--- src/hdl/prngPkg.sv ---
/*
 * Shared definitions for the AES counter-mode random number generator.
 * Holds the stream widths, the AES-128 round count, the fixed key, the
 * FSM encodings of the cipher core, the S-box lookup and the block union.
 * Modules take it with a wildcard import in their headers.
 */

package prngPkg;

    // ========================================================================
    // Widths and counts
    // ========================================================================

    localparam int AesWidth      = 128;
    localparam int RandWidth     = 32;
    localparam int WordsPerBlock = AesWidth / RandWidth;
    localparam int WordIdxWidth  = $clog2(WordsPerBlock);
    localparam int SeedWidth     = 64;
    localparam int AesRounds     = 10;
    localparam int BufferDepth   = 2;

    // Fixed cipher key, never renewed
    localparam logic [AesWidth-1:0] AesKey = 128'hd840e1a8_dccae7ec_d91f6148_7af2cb73;

    // States of the iterative cipher core
    localparam logic [1:0] CipherIdle = 2'd0;
    localparam logic [1:0] CipherBusy = 2'd1;
    localparam logic [1:0] CipherDone = 2'd2;

    // ========================================================================
    // Cipher block
    // ========================================================================

    // Byte view serves SubBytes and ShiftRows, column view serves MixColumns,
    // the key schedule and the split into output words
    typedef union packed {
        logic [0:AesWidth/8-1][7:0]              bytes;
        logic [0:WordsPerBlock-1][RandWidth-1:0] cols;
    } aesBlockT;

    // Forward S-box, entry 0 in the most significant byte
    localparam logic [0:255][7:0] SboxTable = {
        128'h637c777b_f26b6fc5_3001672b_fed7ab76,
        128'hca82c97d_fa5947f0_add4a2af_9ca472c0,
        128'hb7fd9326_363ff7cc_34a5e5f1_71d83115,
        128'h04c723c3_1896059a_071280e2_eb27b275,
        128'h09832c1a_1b6e5aa0_523bd6b3_29e32f84,
        128'h53d100ed_20fcb15b_6acbbe39_4a4c58cf,
        128'hd0efaafb_434d3385_45f9027f_503c9fa8,
        128'h51a3408f_929d38f5_bcb6da21_10fff3d2,
        128'hcd0c13ec_5f974417_c4a77e3d_645d1973,
        128'h60814fdc_222a9088_46eeb814_de5e0bdb,
        128'he0323a0a_4906245c_c2d3ac62_9195e479,
        128'he7c8376d_8dd54ea9_6c56f4ea_657aae08,
        128'hba78252e_1ca6b4c6_e8dd741f_4bbd8b8a,
        128'h703eb566_4803f60e_613557b9_86c11d9e,
        128'he1f89811_69d98e94_9b1e87e9_ce5528df,
        128'h8ca1890d_bfe64268_41992d0f_b054bb16
    };

    // Substitutes one byte through the S-box
    function automatic logic [7:0] sbox(input logic [7:0] b);
        return SboxTable[b];
    endfunction

endpackage

--- src/hdl/seedCounter.sv ---
/*
 * Plaintext source for the counter-mode generator.
 * Offers successive block numbers, starting at zero after reset, on a
 * valid/ready stream. The count sits in the low half of the block.
 */

`timescale 1ns/1ps

module seedCounter import prngPkg::*; (
    input  logic     Clock,
    input  logic     arstN,
    output logic     seedValid,
    input  logic     seedReady,
    output aesBlockT seed
);

    logic [SeedWidth-1:0] count;

    // Valid comes up one cycle after reset and never drops again
    always_ff @(posedge Clock or negedge arstN) begin
        if (!arstN) begin
            count     <= '0;
            seedValid <= 1'b0;
        end else begin
            seedValid <= 1'b1;
            if (seedValid && seedReady) begin
                count <= count + 1'b1;
            end
        end
    end

    assign seed = {{(AesWidth - SeedWidth){1'b0}}, count};

endmodule

--- config.mk ---
export PLATFORM = sky130hd
export DESIGN_NAME = seedCounter
export DESIGN_NICKNAME = d
export VERILOG_FILES = /design/src/hdl/prngPkg.sv /design/src/hdl/seedCounter.sv
export SDC_FILE = /design/constraint.sdc
export NUM_CORES = 1
export LEC_CHECK = 0
export ABC_AREA = 0
export ABC_CLOCK_PERIOD_IN_PS = 6200
export BUFFER_PORTS_ARGS = -buffer_cell sky130_fd_sc_hd__buf_2
export CAP_MARGIN = 30
export CORE_MARGIN = 10
export CORE_UTILIZATION = 53
export CTS_CLUSTER_DIAMETER = 50
export DETAILED_ROUTE_END_ITERATION = 10
export PLACE_DENSITY = 0.82
export SLEW_MARGIN = 20
export SYNTH_ARGS = -nofsm -noshare
export SYNTH_HDL_FRONTEND = slang
export SYNTH_SLANG_ARGS = --single-unit
--- constraint.sdc ---
create_clock -name Clock -period 6.2 [get_ports Clock]
set_clock_uncertainty 0.15 [all_clocks]
set_input_delay 0.62 -clock Clock [delete_from_list [all_inputs] [get_ports Clock]]
set_output_delay 0.62 -clock Clock [all_outputs]
set_load 0.05 [all_outputs]
==> metrics <==
instance area after placement 3710 µm²; row cnt 29; setup TNS after final layout 0 ps; count of max-cap constraint violations 0; number of endpoints failing setup at the final stage 0; met3 usage in global routing 0.0560; number of buffers inserted to repair setup after CTS 0; vertical die dimension 102 µm; ant diodes 0; detailed router's first-iteration violation count 80; largest net degree at the start of global routing 66; post-detailed-route via-to-cell ratio 5.00; effective utilization at floorplan 0.553; total DRC errors in the routed layout 0; static leakage 2.07 nW; final clock period utilization by the worst path 0.416; antenna violations before repair 0; proportion of layout cells with a drive suffix above 1 0.244; delay of the slowest critical-path stage 700 ps; summed instance area of the synthesized netlist approximately 3600 µm²; Worst Path Buf+Inv 0; portion of the post-synthesis area used by sequential elements 0.458; worst max-slew margin expressed relative to the limit 0.459; number of gates given a new drive strength after cts 0; path class of the lowest-slack min-delay path input port to async pin; overall overflow remaining after global route 0; number of placed I/O pins roughly 130; pre-CTS setup slack 3450 ps; Mean Syn Cell Area 10.5 µm²; met2 track utilization from global routing 0.247; maximum vdd drop 0.000232 V; GR peak layer met2; number of enable flip-flop cells after synthesis 0; sequence of cells on the critical path ha_1, nand3_1, or3_1, or4_4, nor4b_2, xor2_1; kind of capture point of the worst setup path flop; post-synthesis cell count approximately 340; cell taking the most area after synthesis sky130_fd_sc_hd__dfrtp_1; main flop type after synthesis sky130_fd_sc_hd__dfrtp_1; run status finished, final reports clean; slew at the pin with the worst max-slew slack between 800 and 900 ps; routed length per placed instance 16.1 µm; largest cells by area after synthesis sky130_fd_sc_hd__dfrtp_1 46%, sky130_fd_sc_hd__buf_4 14%, sky130_fd_sc_hd__xnor2_1 8.1%; synthesis-to-layout area growth 9.86%; total detailed-routing wirelength 7970 µm; top post-synthesis cells by count 65 x sky130_fd_sc_hd__dfrtp_1, 64 x sky130_fd_sc_hd__buf_4, 33 x sky130_fd_sc_hd__xnor2_1; GPL Wtd Cong 0.813; remaining number of nets flagged by the antenna check after routing 0; detailed-router iteration count before antenna repair 4; number of warning messages in the yosys log 0; kind of cell adding the most delay to the critical path simple AND/OR/NAND/NOR gates; hold bufs inserted after CTS 0; setup repair after global routing missed its margin false; CP startpoint kind flop; cell with the most instances after synthesis sky130_fd_sc_hd__dfrtp_1; final design area excluding fillers roughly 3900 µm²; maximum fanout along the worst path 14; Core Footprint 6420 µm²; PnR worst setup slack 3620 ps; count of distinct cell types in the synthesized netlist 30; die boundary width 102 µm; clock slew seen by the registers of the worst setup and hold paths 70 ps; Nets between 400 and 500; CTS Buf Count 9; total clock sinks 65; clock root cell sky130_fd_sc_hd__clkbuf_8; Max stage delay cell, worst path sky130_fd_sc_hd__or4_4; Global Route Usage Sum 0.147; via count 2473; Clock H-tree levels 3; maximum number of buffers from clock root to sink 2; data arrival time of the critical path 2690 ps; met1 usage in global routing 0.171; Fillers 562; max-slew violation count 0; count of buffers inserted at the top-level ports 67; Final Hold Viols 0; insertion delay to the later sink of the worst-skew pair 340 ps; flops & latches, synth between 60 and 70; class of the most critical setup path flop to flop; via count of the first global-routing pass 2536; TritonCTS clock tree yes; maximum clock frequency 0.388 GHz; crit path time final 2580 ps; top-area cell type share of the netlist area 0.458; wire length of the first global-routing pass about 12000 µm; DP HPWL 6070 µm; area of the die 10400 µm²; Async SR Flop Fraction 1.00; required time of the critical path 6310 ps; areal power density over the cells 265 nW/µm²
power breakdown:
part / switching (W) / internal, W / total (W)
clock: 0.000160 / 0.000194 / 0.000354
sequential: 0.0000261 / 0.000442 / 0.000468
combinational: 0.000182 / 0.0000309 / 0.000213
sequential cells by signal, summed over array words and instances (netlist names):
register and flops:
seedValid 1, count 64
metal layers:
layer	vias to the layer above	part of all wire
met5	-	0
met4	0	0.011
met3	13	0.077
met2	92	0.50
met1	1204	0.41
li1	1164	-
through the flow:
stage	cells	util	hold slack, ps	total power [W]
final	495	0.608	296	0.00103
after global routing	495	0.608	343	0.00107
after CTS	495	0.608	322	0.00104
after detailed placement	479	0.577	310	0.000686
after global placement	479	0.577	301	0.000681
after floorplan	402	-	174	0.000677
worst paths after layout:
kind                       slack [ps]                  start                    end  cells past startpoint
setup / recovery                 3620   count[0]$_DFFE_PN0P_  count[58]$_DFFE_PN0P_                      6
hold / removal                    300                  arstN  count[63]$_DFFE_PN0P_                      2
setup reg to reg                 3620   count[0]$_DFFE_PN0P_  count[58]$_DFFE_PN0P_                      6
hold reg to reg                   320  count[63]$_DFFE_PN0P_  count[63]$_DFFE_PN0P_                      1
max in group asynchronous        5070                  arstN   count[3]$_DFFE_PN0P_                      2
min in group Clock                320  count[63]$_DFFE_PN0P_  count[63]$_DFFE_PN0P_                      1
placed cells by master (no fill, tap or decap), drive strengths merged:
master / netlist / routed
and2: 1 / 1
and3: 1 / 1
and4: 2 / 2
buf: 67 / 68
bufinv: 0 / 1
clkbuf: 1 / 10
clkinv: 0 / 4
clkinvlp: 0 / 1
conb: 2 / 65
dfrtp: 65 / 65
ha: 1 / 1
inv: 10 / 10
mux2: 1 / 1
nand2: 26 / 26
nand3: 19 / 19
nand4: 20 / 20
nor2: 16 / 16
nor3: 17 / 17
nor4: 18 / 18
nor4b: 2 / 2
or2: 1 / 1
or3: 3 / 3
or4: 3 / 3
xnor2: 33 / 33
xor2: 30 / 30
final cells by class:
type                       count  area (µm²)  area share
clock inverter                 6        57.6      0.0147
multi-input combinational    259        1610       0.411
timing repair buffer          68         343      0.0878
clock buffer                  10         138      0.0353
tap                           77        96.3      0.0247
inverter                      10        37.5     0.00962
sequential                    65        1630       0.417
cells by family after synthesis:
logic type	count (synthesis)	share of synthesized area
XOR/XNOR	63	0.155
flip-flops	65	0.458
buffers and inverters	78	0.157
adder cells (fa/ha/maj)	1	0.00352
AND/OR/NAND/NOR	129	0.221
multiplexers	1	0.00317
other	2	0.00211
(Power assumes the default switching activity.)
