**config.mk**
```make
export PLATFORM = sky130hd
export DESIGN_NAME = randFunnel
export DESIGN_NICKNAME = d
export VERILOG_FILES = /design/src/hdl/prngPkg.sv /design/src/hdl/randFunnel.sv
export SDC_FILE = /design/constraint.sdc
export NUM_CORES = 1
export LEC_CHECK = 0
export CAP_MARGIN = 20
export CORE_ASPECT_RATIO = 1.25
export CORE_MARGIN = 10
export CORE_UTILIZATION = 50
export CTS_CLUSTER_DIAMETER = 200
export DETAILED_ROUTE_END_ITERATION = 8
export DONT_BUFFER_PORTS = 1
export HOLD_SLACK_MARGIN = 0.03
export PLACE_DENSITY = 0.76
export SETUP_SLACK_MARGIN = 0.2
export SLEW_MARGIN = 20
export SYNTH_ARGS = -nofsm -noshare
export SYNTH_HDL_FRONTEND = slang
export SYNTH_SLANG_ARGS = --single-unit
```
**constraint.sdc**
```tcl
create_clock -name Clock -period 7.5 [get_ports Clock]
set_input_delay 1.5 -clock Clock [delete_from_list [all_inputs] [get_ports Clock]]
set_output_delay 1.5 -clock Clock [all_outputs]
set_load 0.01 [all_outputs]
```
**src/hdl/prngPkg.sv**
```systemverilog
/*
 * Shared definitions for the AES counter-mode random number generator.
 * Holds the stream widths, the AES-128 round count, the fixed key, the
 * FSM encodings of the cipher core, the S-box lookup and the block union.
 * Modules take it with a wildcard import in their headers.
 */

package prngPkg;

    // ========================================================================
    // Widths and counts
    // ========================================================================

    localparam int AesWidth      = 128;
    localparam int RandWidth     = 32;
    localparam int WordsPerBlock = AesWidth / RandWidth;
    localparam int WordIdxWidth  = $clog2(WordsPerBlock);
    localparam int SeedWidth     = 64;
    localparam int AesRounds     = 10;
    localparam int BufferDepth   = 2;

    // Fixed cipher key, never renewed
    localparam logic [AesWidth-1:0] AesKey = 128'hd840e1a8_dccae7ec_d91f6148_7af2cb73;

    // States of the iterative cipher core
    localparam logic [1:0] CipherIdle = 2'd0;
    localparam logic [1:0] CipherBusy = 2'd1;
    localparam logic [1:0] CipherDone = 2'd2;

    // ========================================================================
    // Cipher block
    // ========================================================================

    // Byte view serves SubBytes and ShiftRows, column view serves MixColumns,
    // the key schedule and the split into output words
    typedef union packed {
        logic [0:AesWidth/8-1][7:0]              bytes;
        logic [0:WordsPerBlock-1][RandWidth-1:0] cols;
    } aesBlockT;

    // Forward S-box, entry 0 in the most significant byte
    localparam logic [0:255][7:0] SboxTable = {
        128'h637c777b_f26b6fc5_3001672b_fed7ab76,
        128'hca82c97d_fa5947f0_add4a2af_9ca472c0,
        128'hb7fd9326_363ff7cc_34a5e5f1_71d83115,
        128'h04c723c3_1896059a_071280e2_eb27b275,
        128'h09832c1a_1b6e5aa0_523bd6b3_29e32f84,
        128'h53d100ed_20fcb15b_6acbbe39_4a4c58cf,
        128'hd0efaafb_434d3385_45f9027f_503c9fa8,
        128'h51a3408f_929d38f5_bcb6da21_10fff3d2,
        128'hcd0c13ec_5f974417_c4a77e3d_645d1973,
        128'h60814fdc_222a9088_46eeb814_de5e0bdb,
        128'he0323a0a_4906245c_c2d3ac62_9195e479,
        128'he7c8376d_8dd54ea9_6c56f4ea_657aae08,
        128'hba78252e_1ca6b4c6_e8dd741f_4bbd8b8a,
        128'h703eb566_4803f60e_613557b9_86c11d9e,
        128'he1f89811_69d98e94_9b1e87e9_ce5528df,
        128'h8ca1890d_bfe64268_41992d0f_b054bb16
    };

    // Substitutes one byte through the S-box
    function automatic logic [7:0] sbox(input logic [7:0] b);
        return SboxTable[b];
    endfunction

endpackage

```
**src/hdl/randFunnel.sv**
```systemverilog
/*
 * Width converter from 128-bit cipher blocks to 32-bit random words.
 * Holds one block and emits its columns most significant first. A new
 * block is taken while the last word leaves, so words follow with no gap.
 */

`timescale 1ns/1ps

module randFunnel import prngPkg::*; (
    input  logic                 Clock,
    input  logic                 arstN,
    input  logic                 inValid,
    output logic                 inReady,
    input  aesBlockT             inBlock,
    output logic                 RandOutValid,
    input  logic                 RandOutReady,
    output logic [RandWidth-1:0] RandOut
);

    aesBlockT                holdBlock;
    logic [WordIdxWidth-1:0] wordIdx;
    logic                    full;
    logic                    wordOut;
    logic                    lastOut;

    assign wordOut = full && RandOutReady;
    assign lastOut = wordOut && (wordIdx == WordIdxWidth'(WordsPerBlock - 1));
    assign inReady = !full || lastOut;

    assign RandOutValid = full;
    assign RandOut      = holdBlock.cols[wordIdx];

    always_ff @(posedge Clock) begin
        if (inValid && inReady) begin
            holdBlock <= inBlock;
        end
    end

    always_ff @(posedge Clock or negedge arstN) begin
        if (!arstN) begin
            full    <= 1'b0;
            wordIdx <= '0;
        end else if (inValid && inReady) begin
            full    <= 1'b1;
            wordIdx <= '0;
        end else if (lastOut) begin
            // Last word gone and nothing waiting upstream
            full    <= 1'b0;
            wordIdx <= '0;
        end else if (wordOut) begin
            wordIdx <= wordIdx + 1'b1;
        end
    end

endmodule

```
==> qor.yml <==
timing:
  slew_violations: 0
  worst_pin_slew_ns: 0.773
  slew_headroom_pct: 48.4
  rsz0062_at_grt: "no"
  setup_viol: 0
  max_clock_freq_ghz: 0.266
  tns_ns: 0
  hold_viol: 0
  finalClockSkew_ns: 0.00584
  min_period_ns: 3.75
  timing.final.crit_share_pct: 50.0
finish:
  fillers: 680
  layout-drive-gt1-share_pct: 31.4
  utilization_pct: 58.5
  design_area_sq_mm: 0.00557
  seq_area_sq_mm: 0.00392
  nNetsFinal: 330
  area_growth_pct: 15.4
  multi_input_area_sq_um: 818
detailed_routing:
  vias: 1928
  drt-total-wl_mm: 9.36
  wl_per_cell_um: 27.7
  firstDrtPassIters: 4
  via_per_inst: 5.70
  ant_nets: 0
  drtIter0Drc: 112
  remaining_drc_errors: 0
clock_tree:
  path_clk_slew_ns: 0.05
  post-cts-setup-buffer-count: 0
  hold_buffers: 0
  cts_resized: 0
  clk_latency_ns: 0.40
  cts_tree: "yes"
  cts_max_level: 4
  cts_sinks: 131
  clock_path_buffers: 2
  cts_buffers: 17
  cts_root_buf: "clkbuf_16"
power:
  vdd_drop_max_uv: 261
  p_sw_share_pct: 25.4
  pwr_density_cell_mw_per_mm2: 395
  seqPwrFrac_pct: 43.5
  clkPwrFrac_pct: 39.0
  p_leak_uw: 0.00178
  p_sw_uw: 560
  intPower_uw: 1640
  pwr-share-comb_pct: 17.4
synth:
  ys_warn_count: 0
  synth_seq_cells: 131
  postSynthCellCount: 182
  synth_most_common_cell: "edfxtp_1"
  yosysTopAreaCell: "edfxtp_1"
  synth_edf_count: 128
  synth.cell_area_sq_mm: 0.00482
  yosysSeqAreaShare_pct: 81.2
  synth-async-reset-ratio_pct: 2.29
  synthFlopType: "edfxtp_1"
  syn_area_per_cell_sq_um: 26.5
  synth_top_area_share_pct: 79.7
  synth.top_cells.by_count: "edfxtp_1 (128), mux4_2 (28), mux4_1 (4)"
  synth_fp_nets: 315
  synthDistinctLibCells: 19
  synthTopCellsByArea: "edfxtp_1 (80%), mux4_2 (13%), mux4_1 (2.2%)"
place:
  dpl-instance-area_sq_mm: 0.00493
  numPortBuffers: 0
  gp_congestion: 0.752
floorplan:
  initial_utilization_pct: 50.7
  rows: 40
  ios: 166
  die_area_sq_mm: 0.0140
  fp.dieW_um: 108
  die_y_um: 130
  core_area_sq_mm: 0.00951
worst_setup_path:
  cpPeakStageDelay_ns: 0.71
  setup.worst_path.class: "flop to output port"
  crit_required_ns: 6.00
  path_buf_inv: 1
  critPathTopFamily: "flip-flops"
  cp-start-kind: "flop"
  crit_chain: "buf_4, mux4_1"
  critPathCaptureType: "output port"
  cpMaxStageDelayCell: "dfrtp_2"
  critPathArrivalTime_ns: 2.25
  critPathMaxFanout: 19
global_route:
  grt_pass1_vias: 2189
  grt_max_degree: 65
  track_usage_pct: 13.5
  antenna_found_initial: 2
  grt-ovfl-total: 0
  grt_first_pass_wirelength_mm: 13.2
flow_run:
  maxCapViolations: 0
hold_path:
  hold_path.class: "flop to flop"
outcome:
  status: "completed"
[flip-flops by register name (all words and copies together) (netlist names)]
signal        cells
RandOutValid      1
holdBlock       128
wordIdx           2
[per-layer routing]
metal	global-route usage, %	vias up	routed length [um]
met5	0	-	0
met4	8.27	0	196
met3	7.35	14	927
met2	22.4	104	5160
met1	12.8	984	3080
li1	-	826	-
[power groups by stage]
stage | Clock, uW | Sequential [uW] | Combinational [uW]
finish | 859 | 957 | 384
global route | 908 | 969 | 414
CTS | 878 | 960 | 398
global placement | 0 | 970 | 390
detailed placement | 0 | 975 | 398
floorplan | 0 | 939 | 386
[area by class of cell]
cell class                 instances  area share, %
sequential                       131           70.4
multi-input combinational         42           14.7
clock buffer                      18           7.71
clock inverter                    14           3.64
tap                              126           2.83
timing repair buffer               4          0.539
antenna                            2         0.0899
inverter                           1         0.0674
[cells by family (layout without fill, tap and decap cells)]
group           after synthesis  count (layout)  synth area share, %
flops                       131             131                 81.2
mux                          33              33                 15.5
simple gates                  5               5                0.545
buf+inv                       9              37                 1.95
fa+ha+maj                     1               1                0.259
compound gates                3               3                0.545
other cells                   0               2                    0
[final timing paths]
path                       depth (start not counted)      endpoint          from  slack [ns]
hold reg to reg                                    1    wordIdx[0]  RandOutValid        0.72
min in group asynchronous                          0  RandOutValid         arstN        0.79
hold / removal                                     1    wordIdx[0]  RandOutValid        0.72
setup / recovery                                   2   RandOut[28]    wordIdx[0]        3.75
setup reg to reg                                   5  holdBlock[6]    wordIdx[0]        4.71
max in group asynchronous                          0    wordIdx[0]         arstN        6.63
[stage by stage]
| stage | worst slack (ns) | instances | hold slack, ns | total power (uW) |
|---|---|---|---|---|
| after global routing | 3.58 | 338 | 0.739 | 2290 |
| after global placement | 3.97 | 304 | 0.697 | 1360 |
| after floorplan | 2.09 | 182 | 0.633 | 1330 |
| after CTS | 3.65 | 336 | 0.717 | 2240 |
| final | 3.75 | 338 | 0.717 | 2200 |
| after detailed placement | 3.95 | 304 | 0.704 | 1370 |
[worst reg2reg max path: stages, from the launching register on]
cell	delay (ns)
dfrtp_2	0.71
buf_4	0.44
ha_1	0.26
a21boi_0	0.19
nor2b_4	0.16
buf_4	0.61
[cells in the final DEF, fill, tap and decap left out, drive strengths merged]
cell type	Yosys	final
edfxtp	128	128
mux4	32	32
clkbuf	1	18
clkinv	0	6
bufinv	0	4
buf	7	4
inv	1	4
dfrtp	3	3
diode	0	2
a21boi	1	1
nor2b	1	1
nor2	1	1
mux2i	1	1
a32o	1	1
nand2	1	1
and3	1	1
a22o	1	1
or2	1	1
ha	1	1
clkinvlp	0	1
No activity file was read; power rests on OpenSTA's default activity.
