==> src/hdl/prngPkg.sv <==
/*
 * Shared definitions for the AES counter-mode random number generator.
 * Holds the stream widths, the AES-128 round count, the fixed key, the
 * FSM encodings of the cipher core, the S-box lookup and the block union.
 * Modules take it with a wildcard import in their headers.
 */

package prngPkg;

    // ========================================================================
    // Widths and counts
    // ========================================================================

    localparam int AesWidth      = 128;
    localparam int RandWidth     = 32;
    localparam int WordsPerBlock = AesWidth / RandWidth;
    localparam int WordIdxWidth  = $clog2(WordsPerBlock);
    localparam int SeedWidth     = 64;
    localparam int AesRounds     = 10;
    localparam int BufferDepth   = 2;

    // Fixed cipher key, never renewed
    localparam logic [AesWidth-1:0] AesKey = 128'hd840e1a8_dccae7ec_d91f6148_7af2cb73;

    // States of the iterative cipher core
    localparam logic [1:0] CipherIdle = 2'd0;
    localparam logic [1:0] CipherBusy = 2'd1;
    localparam logic [1:0] CipherDone = 2'd2;

    // ========================================================================
    // Cipher block
    // ========================================================================

    // Byte view serves SubBytes and ShiftRows, column view serves MixColumns,
    // the key schedule and the split into output words
    typedef union packed {
        logic [0:AesWidth/8-1][7:0]              bytes;
        logic [0:WordsPerBlock-1][RandWidth-1:0] cols;
    } aesBlockT;

    // Forward S-box, entry 0 in the most significant byte
    localparam logic [0:255][7:0] SboxTable = {
        128'h637c777b_f26b6fc5_3001672b_fed7ab76,
        128'hca82c97d_fa5947f0_add4a2af_9ca472c0,
        128'hb7fd9326_363ff7cc_34a5e5f1_71d83115,
        128'h04c723c3_1896059a_071280e2_eb27b275,
        128'h09832c1a_1b6e5aa0_523bd6b3_29e32f84,
        128'h53d100ed_20fcb15b_6acbbe39_4a4c58cf,
        128'hd0efaafb_434d3385_45f9027f_503c9fa8,
        128'h51a3408f_929d38f5_bcb6da21_10fff3d2,
        128'hcd0c13ec_5f974417_c4a77e3d_645d1973,
        128'h60814fdc_222a9088_46eeb814_de5e0bdb,
        128'he0323a0a_4906245c_c2d3ac62_9195e479,
        128'he7c8376d_8dd54ea9_6c56f4ea_657aae08,
        128'hba78252e_1ca6b4c6_e8dd741f_4bbd8b8a,
        128'h703eb566_4803f60e_613557b9_86c11d9e,
        128'he1f89811_69d98e94_9b1e87e9_ce5528df,
        128'h8ca1890d_bfe64268_41992d0f_b054bb16
    };

    // Substitutes one byte through the S-box
    function automatic logic [7:0] sbox(input logic [7:0] b);
        return SboxTable[b];
    endfunction

endpackage

==> src/hdl/blockBuffer.sv <==
/*
 * Two-entry ready/valid FIFO for ciphertext blocks.
 * Lets the cipher start its next block while the funnel still drains
 * earlier words. Accepts and releases in the same cycle.
 */

`timescale 1ns/1ps

module blockBuffer import prngPkg::*; (
    input  logic     Clock,
    input  logic     arstN,
    input  logic     inValid,
    output logic     inReady,
    input  aesBlockT inBlock,
    output logic     outValid,
    input  logic     outReady,
    output aesBlockT outBlock
);

    aesBlockT                         mem [0:BufferDepth-1];
    logic [$clog2(BufferDepth)-1:0]   wrPtr;
    logic [$clog2(BufferDepth)-1:0]   rdPtr;
    logic [$clog2(BufferDepth):0]     fill;
    logic                             doWrite;
    logic                             doRead;

    assign inReady  = (fill < BufferDepth);
    assign outValid = (fill != '0);
    assign outBlock = mem[rdPtr];

    assign doWrite = inValid && inReady;
    assign doRead  = outValid && outReady;

    always_ff @(posedge Clock) begin
        if (doWrite) begin
            mem[wrPtr] <= inBlock;
        end
    end

    // Pointers wrap naturally since the depth is a power of two
    always_ff @(posedge Clock or negedge arstN) begin
        if (!arstN) begin
            wrPtr <= '0;
            rdPtr <= '0;
            fill  <= '0;
        end else begin
            if (doWrite) begin
                wrPtr <= wrPtr + 1'b1;
            end
            if (doRead) begin
                rdPtr <= rdPtr + 1'b1;
            end
            if (doWrite && !doRead) begin
                fill <= fill + 1'b1;
            end else if (doRead && !doWrite) begin
                fill <= fill - 1'b1;
            end
        end
    end

endmodule

==> config.mk <==
export PLATFORM = sky130hd
export DESIGN_NAME = blockBuffer
export DESIGN_NICKNAME = d
export VERILOG_FILES = /design/src/hdl/prngPkg.sv /design/src/hdl/blockBuffer.sv
export SDC_FILE = /design/constraint.sdc
export NUM_CORES = 1
export LEC_CHECK = 0
export BUFFER_PORTS_ARGS = -buffer_cell sky130_fd_sc_hd__buf_2
export CAP_MARGIN = 10
export CORE_MARGIN = 3
export CORE_UTILIZATION = 40
export CTS_CLUSTER_DIAMETER = 40
export DETAILED_ROUTE_END_ITERATION = 12
export PLACE_DENSITY = 0.66
export SETUP_SLACK_MARGIN = 0.1
export SLEW_MARGIN = 30
export SYNTH_ARGS = -nofsm -noshare
export SYNTH_HDL_FRONTEND = slang
export SYNTH_SLANG_ARGS = --single-unit
==> constraint.sdc <==
create_clock -name Clock -period 11.2 [get_ports Clock]
set_input_delay 0.56 -clock Clock [delete_from_list [all_inputs] [get_ports Clock]]
set_output_delay 0.56 -clock Clock [all_outputs]
set_load 0.02 [all_outputs]
==> out/metrics.yaml, run 1 <==
critPathMaxFanout: 68
relSlewSlack_pct: 39.62
grt-ovfl-total: 0
multi_input_area_sq_um: 1540
regArea_sq_um: 7791
hold_path_end: "mem[0][114]"
ys_ff_latch: 260
cts_tree: "built"
min-delay-start: "inBlock[114]"
worst_hold_path_type: "in -> reg"
whs_path_depth: 1
reg2reg_slack_ns: 8.22
antenna_found_initial: 1
synth_top_cell_by_area: "edfxtp_1"
p_leak_nw: 4.564
synth_top_cell_area_share_pct: 81.15
fillers: 1878
drt_iter0_drc: 251
syn-num-nets: 548
clk_pin_slew_ns: 0.06
hpwl_microns: 12380
htreeDepth: 2
dieWidth_microns: 159.9
drive_gt1_share_pct: 62.02
fp.coreArea_sq_um: 22980
grt_usage_pct: 14.25
die_area_sq_um: 25560
cp.required_ns: 10.64
timing.setup.tns_ns: 0
io_buffers: 261
p_int_mw: 2.298
final_cell_mix: "buf_2 (261), edfxtp_1 (256), mux2_2 (128)"
tightest_slew_ns: 0.9058
hold_violations: 0
root_buffer: "clkbuf_16"
vias: 4829
critPathKind: "reg -> out"
crit_arrival_ns: 2.93
r2r_end: "mem[0][62]"
clock-sinks: 260
seq_area_frac_synth_pct: 82.21
grt_max_degree: 69
maxCapViolations: 0
avgRoutedWirePerCell_microns: 17.81
netlist_instances: 415
worst_ir_drop_vdd_v: 0.0002002
skew_ns: 0.01438
setup_ws_ns: 7.707
clock_latency_ns: 0.49
status: "complete, no violations"
ant_nets: 0
startpoint_type: "register"
area_growth_pct: 29.39
finalSetupViolCount: 0
drc: 0
numCtsBuffers: 35
grt_pass1_wl_microns: 29010
power_frac_seq_pct: 40.7
viasPerCell: 4.617
final_util_pct: 53.33
synth_area_sq_um: 9473
min_period_ns: 3.493
final_max_slew_viol_count: 0
power.share.combinational_pct: 27.9
powerDensity_nw_per_um2: 272.0
globalplace.congestion: 0.7759
max_freq_ghz: 0.2863
die_h_microns: 159.9
finalCritPeriodShare_pct: 31.18
cts_hold_buf: 1
reg2reg_depth: 4
clkPwrFrac_pct: 31.4
preCtsSetupSlack_ns: 7.491
clockBufferDepth: 3
post_cts_buffers: 0
placementRows: 55
ios: 262
dr.pass1.iters: 4
yosysWarnings: 0
start_util_pct: 41.21
cts_resized: 0
drt-total-wl_microns: 18630
rsz0062_at_grt: "no"
r2r_start: "fill[1]"
nNetsFinal: 839
layout_commonest_cell: "buf_2"
switching_power_mw: 1.035
power.share.switching_pct: 31.06
synth_cell_type_count: 14
synth_area_leaders: "edfxtp_1 (81%), mux2_2 (15%), buf_6 (1.5%), dfrtp_1 (1.1%), xnor2_1 (0.28%)"
avgSynthCellArea_sq_um: 22.83
worstSetupEndpointType: "primary output"
grt_pass1_vias: 5447
## cell usage after synthesis, drive strengths merged
master and n:
and2 1, buf 14, dfrtp 4, edfxtp 256, ha 1, inv 1
mux2 128, nand2 1, nor2 1, nor2b 2, or2 1, xnor2 3
xor2 2
## how the worst max path moves through the flow
stage               endpoint  cells after the start    start  slack [ns]
2_1_floorplan      mem[0][0]                      2  inValid        4.10
3_3_place_gp      mem[0][68]                      5  inValid        7.63
3_5_place_dp      mem[0][68]                      5  inValid        7.49
4_1_cts        outBlock[101]                      3    rdPtr        7.65
5_1_grt         outBlock[35]                      3    rdPtr        7.54
6_report        outBlock[35]                      3    rdPtr        7.71
## flip-flops by register name, summed over array words and instances (netlist names)
signal,count
fill,2
wrPtr,1
mem,256
rdPtr,1
## kinds of logic after synthesis
logic type	Yosys count	synth area share [%]
buffers and inverters	15	1.638
DFF	260	82.21
adders and majority gates	1	0.1321
muxes	128	15.22
xor gates and xnor gates	5	0.4624
and+or+nand+nor	6	0.3434
## area by class of cell
cell class | instances | share of cell area, %
timing repair buffer | 268 | 11.37
tap | 313 | 3.195
clock inverter | 20 | 1.684
multi-input combinational | 140 | 12.57
sequential | 260 | 63.57
antenna | 1 | 0.02042
clock buffer | 43 | 7.564
inverter | 1 | 0.03062
## power groups by stage
stage | logic (mW) | registers, mW | clock network [mW]
finish | 0.929 | 1.36 | 1.05
global route | 0.988 | 1.38 | 1.12
CTS | 0.938 | 1.36 | 1.08
detailed placement | 0.932 | 1.38 | 0
global placement | 0.914 | 1.37 | 0
floorplan | 0.709 | 1.35 | 0
## routing by layer
layer	GRT usage (%)	routed length, microns	up-vias
met5	0	0	-
met1	16.75	7342	2377
met4	5.444	440	0
met2	24.80	9551	180
met3	4.176	1297	32
li1	-	-	2240
## worst max-delay path, cell delays in order, from the launching register on
cell     delay, ns
dfrtp_4       0.97
buf_4         0.81
mux2_2        0.43
buf_2         0.16
## stage by stage
stage	hold slack [ns]	total power [mW]	instances	area (sq um)
global route	0.2269	3.486	1046	12260
detailed placement	0.3754	2.311	980	11080
global placement	0.3727	2.283	979	11060
finish	0.2527	3.333	1046	12260
CTS	0.2273	3.375	1044	12230
floorplan	0.2644	2.061	415	9473
Power figures use the tool's default switching activity.
==> run 2: changes to the inputs <==
ABC_AREA = 1   (was not set)
clock period = 3.4 ns   (was 11.2 ns; I/O delays follow)
==> run 2 against run 1 <==
Against the previous run:
- synthesized cell count is 68% higher
- routed wire length increased by 19%
- utilization is 5.9 points higher
- via count up 35%
- sequential share of layout area shrank 6.3 points
- largest cell class unchanged
==> out/metrics.yaml, run 2 <==
clkPwrFrac_pct: 29.1
diodes: 0
regArea_sq_um: 7791
p_int_mw: 7.548
ys_top_cells_by_count: "nand2_1 (393), edfxtp_1 (256), buf_2 (25)"
synth_top_cell_area_share_pct: 81.03
ant_nets: 0
setup_ws_ns: 1.204
grt_max_degree: 74
timing.setup.tns_ns: 0
synth_cell_type_count: 14
cp.required_ns: 3.23
synth_top_cell_by_area: "edfxtp_1"
cp_slowest_cell: "buf_4"
clock_latency_ns: 0.49
grt_pass1_wl_microns: 34390
max_stage_delay_ns: 0.59
fp.coreArea_sq_um: 22980
drt_iter0_drc: 297
critPathLaunch: "rdPtr"
fin_cells: 1443
grt-ovfl-total: 0
multi_input_area_sq_um: 1544
holdWs_ns: 0.1648
reg_top3: "mem (256), fill (2)"
nNetsFinal: 1239
cts_resized: 0
synthMuxAreaShare_pct: 0
final_max_slew_viol_count: 0
seq_area_frac_synth_pct: 82.09
dpl-instance-area_sq_um: 11180
numCtsBuffers: 35
skew_ns: 0.01374
reg2reg_slack_ns: 1.74
syn-num-nets: 829
fillers: 1807
finalCritPeriodShare_pct: 64.60
synth_area_sq_um: 9487
viasPerCell: 4.520
dr.pass1.iters: 5
dpl.cell_count: 1250
p_leak_nw: 5.825
tightest_slew_ns: 0.7710
finalSetupViolCount: 0
power.share.combinational_pct: 33.5
grt_pass1_vias: 6632
synth_top_family_by_area: "simple AND/OR/NAND/NOR gates"
io_buffers: 261
root_buffer: "clkbuf_16"
synthFlopType: "edfxtp_1"
placementRows: 55
final_cell_mix: "nand2_1 (393), buf_2 (261), edfxtp_1 (256)"
hold_violations: 0
netlist_instances: 696
preCtsSetupSlack_ns: 1.734
post_cts_buffers: 0
relSlewSlack_pct: 48.60
layout_commonest_cell: "nand2_1"
die_area_sq_um: 25600
crit_family: "buffers and inverters"
avgSynthCellArea_sq_um: 13.63
clk_pin_slew_ns: 0.05
worstSetupEndpointType: "primary output"
drive_gt1_share_pct: 28.67
clock-sinks: 260
synth_adder_area_share_pct: 0.1319
startpoint_type: "register"
status: "complete, no violations"
die_h_microns: 160
reg2reg_depth: 4
crit_path_frequent_cell: "nand2_1"
largest_register_ffs: 256
yosysMostFrequentCell: "nand2_1"
async_flop_share_pct: 1.538
fin_area_sq_um: 13620
synth_edf_count: 256
cts_tree: "built"
hpwl_microns: 12950
whs_path_depth: 3
area_growth_pct: 43.54
routed-wl-met3_microns: 1999
crit_chain: "buf_4 > nand2_1 > nand2_1 > buf_2"
power.share.switching_pct: 36.04
clockBufferDepth: 3
yosysWarnings: 0
critical_path_buf_inv_count: 2
drt-met1-wl_microns: 8767
worst_ir_drop_vdd_v: 0.0005845
switching_power_mw: 4.254
top_register: "mem"
power_mw: 11.80
crit_cells: 4
vias: 6523
synth-simple-area-share_pct: 15.80
critPathKind: "reg -> out"
power_frac_seq_pct: 37.4
ys_ff_latch: 260
critPathMaxFanout: 68
antenna_found_initial: 0
dieWidth_microns: 160
endpoint: "outBlock[53]"
htreeDepth: 2
ios: 262
min_period_ns: 2.196
topRoutingLayerUsed: "met4"
drc: 0
grt_usage_pct: 16.62
route.met2.wl_microns: 10960
globalplace.congestion: 0.7291
crit_arrival_ns: 2.03
worst_hold_path_type: "in -> reg"
synth_xor_area_share_pct: 0.1846
maxCapViolations: 0
drt-total-wl_microns: 22120
rsz0062_at_grt: "no"
synth_area_leaders: "edfxtp_1 (81%), nand2_1 (16%), buf_2 (1.3%), dfrtp_1 (1.1%), inv_1 (0.24%)"
avgRoutedWirePerCell_microns: 15.33
synth-compound-area-share_pct: 0
final_util_pct: 59.24
max_freq_ghz: 0.4553
r2r_end: "mem[1][42]"
r2r_start: "fill[1]"
powerDensity_nw_per_um2: 866.7
start_util_pct: 41.27
run 2: changes by cell type after synthesis, moves of 2 or more:
cell	before	now
nand2_1	1	393
mux2_2	128	0
buf_2	1	25
buf_6	13	0
inv_1	1	6
buf_4	0	2
nand3_1	0	2
nor2b_1	2	0
xnor2_1	3	1
run 2: how the worst min path moves through the flow:
stage	from	to	slack, ns
floorplan	arstN	fill[0]	-0.13
global placement	arstN	fill[1]	-0.01
detailed placement	arstN	fill[1]	-0.02
CTS	inValid	wrPtr	0.14
global route	inValid	wrPtr	0.17
finish	inValid	wrPtr	0.16
run 2: cells by family (layout without fill, tap and decap cells):
family,Yosys count,after routing
and+or+nand+nor,398,398
DFF,260,260
buffers and inverters,35,469
xor gates and xnor gates,2,2
adders and majority gates,1,1
run 2: per-layer routing:
layer  vias to the layer above  global-route usage [%]
met4                         0                   4.418
met3                        35                   5.707
met1                      3056                   20.09
met5                         -                       0
met2                       258                   28.60
li1                       3174                       -
run 2: layout make-up:
type	instances	area share, %
clock buffers	42	6.937
clock inverters	19	1.222
multi-input cells	401	11.34
well taps	313	2.876
inverters	7	0.2113
flip-flops and latches	260	57.22
repair buffers	401	20.20
run 2: tightest hold or removal path: stages:
cell and delay (ns):
buf_2 0.10, nand2_1 0.23, xor2_1 0.11
run 2: power by group through the flow:
stage	sequential (mW)	combinational, mW	clock [mW]
floorplan	4.51	2.45	0
global placement	4.45	3.82	0
detailed placement	4.48	3.85	0
CTS	4.42	3.99	3.51
global route	4.46	4.29	3.65
finish	4.41	3.95	3.43
run 2: repair_timing:
| action | 4_1_cts | 5_1_grt |
|---|---|---|
| endpoints found under the hold margin | 261 | 0 |
| endpoints found under the setup margin | 0 | 0 |
| hold buffers | 132 | 0 |
==> run 3: changes to the inputs <==
clock period = 2.1 ns   (was 3.4 ns; I/O delays follow)
==> run 3 against run 2 <==
Against the previous run:
- worst hold slack gained 0.18 ns
- combinational power rose by 71%
- highest routed layer unchanged
- critical endpoint is now outBlock[78]
- global-route usage is 0.27 points higher
- sequential cell count unchanged
- sequential power up 63%
- power is 65% higher
- clock power rose by 61%
==> out/metrics.yaml, run 3 (synthesized netlist as in run 2, its figures left out) <==
layout_commonest_cell: "nand2_1"
globalplace.congestion: 0.7397
clkPwrFrac_pct: 28.4
crit_family: "buffers and inverters"
dieWidth_microns: 160
critPathMaxFanout: 40
reg_top3: "mem (256), fill (2)"
finalSetupViolCount: 0
ant_nets: 0
reg2reg_slack_ns: 0.65
status: "complete, no violations"
tightest_slew_ns: 0.3972
final_cell_mix: "nand2_1 (392), buf_2 (261), edfxtp_1 (256)"
max_stage_delay_ns: 0.53
grt-ovfl-total: 0
multi_input_area_sq_um: 1551
largest_register_ffs: 256
crit_chain: "inv_4 > buf_16 > nand2_1 > nand2_1 > buf_2"
worst_hold_path_type: "in -> reg"
skew_ns: 0.007281
diodes: 0
io_buffers: 261
switching_power_mw: 6.986
hpwl_microns: 12600
drc: 0
cts_tree: "built"
min_period_ns: 1.902
clk_pin_slew_ns: 0.06
clock-sinks: 260
fin_cells: 1447
critPathKind: "reg -> out"
final_max_slew_viol_count: 0
crit_path_frequent_cell: "nand2_1"
holdWs_ns: 0.3420
relSlewSlack_pct: 73.52
power.share.switching_pct: 35.94
drt_iter0_drc: 369
dr.pass1.iters: 4
fp.coreArea_sq_um: 22980
max_freq_ghz: 0.5259
drive_gt1_share_pct: 28.84
maxCapViolations: 0
power_frac_seq_pct: 36.9
dpl.cell_count: 1250
regArea_sq_um: 7791
clock_latency_ns: 0.49
preCtsSetupSlack_ns: 0.6409
hold_violations: 0
grt_usage_pct: 16.90
crit_arrival_ns: 1.80
clockBufferDepth: 3
numCtsBuffers: 35
critical_path_buf_inv_count: 3
power.share.combinational_pct: 34.7
grt_max_degree: 130
setup_ws_ns: 0.1984
grt_pass1_vias: 6834
top_register: "mem"
viasPerCell: 4.563
root_buffer: "clkbuf_16"
cp.required_ns: 2.00
powerDensity_nw_per_um2: 1413
die_area_sq_um: 25600
die_h_microns: 160
cp_slowest_cell: "dfrtp_4"
start_util_pct: 41.27
drt-total-wl_microns: 23090
p_leak_nw: 5.877
worstSetupEndpointType: "primary output"
worst_ir_drop_vdd_v: 0.001119
ios: 262
avgRoutedWirePerCell_microns: 15.95
placementRows: 55
fillers: 1801
final_util_pct: 59.86
area_growth_pct: 45.04
p_int_mw: 12.45
startpoint_type: "register"
htreeDepth: 2
antenna_found_initial: 0
rsz0062_at_grt: "no"
finalCritPeriodShare_pct: 90.55
grt_pass1_wl_microns: 34980
nNetsFinal: 1242
timing.setup.tns_ns: 0
vias: 6603
run 3: worst reg2reg max path, stage by stage (launching register included):
cell     delay, ns
dfrtp_1       0.40
inv_4         0.08
nand2_4       0.07
nor2_4        0.15
buf_12        0.34
run 3: cell type report:
class                           count  area share [%]
Sequential cell                   260           56.62
Clock inverter                     17           1.109
Inverter                            7          0.2273
Clock buffer                       45           6.947
Timing Repair Buffer              404           20.97
Multi-Input combinational cell    401           11.28
Tap cell                          313           2.846
run 3: what timing repair did:
action,4_1_cts,5_1_grt
cloned,0,3
setup buffers,0,0
hold buffers,132,0
gates resized for setup,1,2
endpoints found under the setup margin,1,65
endpoints found under the hold margin,262,0
run 3: final timing paths:
path                       depth (start not counted)       start      endpoint
max                                                5       rdPtr  outBlock[78]
min                                                2  inBlock[8]     mem[1][8]
max reg2reg                                        4     fill[1]    mem[1][47]
min reg2reg                                        1     fill[0]       fill[0]
max in group asynchronous                          3       arstN         rdPtr
min in group asynchronous                          3       arstN       fill[0]
run 3: through the flow:
stage               instance area (sq um)  power [mW]
floorplan                            9512       11.23
global placement                    11230       13.50
detailed placement                  11230       13.56
CTS                                 13670       19.35
global route                        13760       20.46
finish                              13760       19.44
run 3: power by group through the flow:
stage | clock network [mW] | logic, mW | registers, mW
after global routing | 5.87 | 7.35 | 7.25
after global placement | 0 | 6.28 | 7.21
after CTS | 5.66 | 6.53 | 7.15
after detailed placement | 0 | 6.31 | 7.25
final | 5.51 | 6.75 | 7.17
after floorplan | 0 | 3.98 | 7.25
run 3: per-layer routing:
layer / vias to the layer above / global-route usage, % / part of all wire [%]
li1: 3178 / - / -
met5: - / 0 / 0
met3: 51 / 6.252 / 9.8
met1: 3079 / 19.48 / 38
met2: 295 / 29.55 / 50
met4: 0 / 4.970 / 2.2
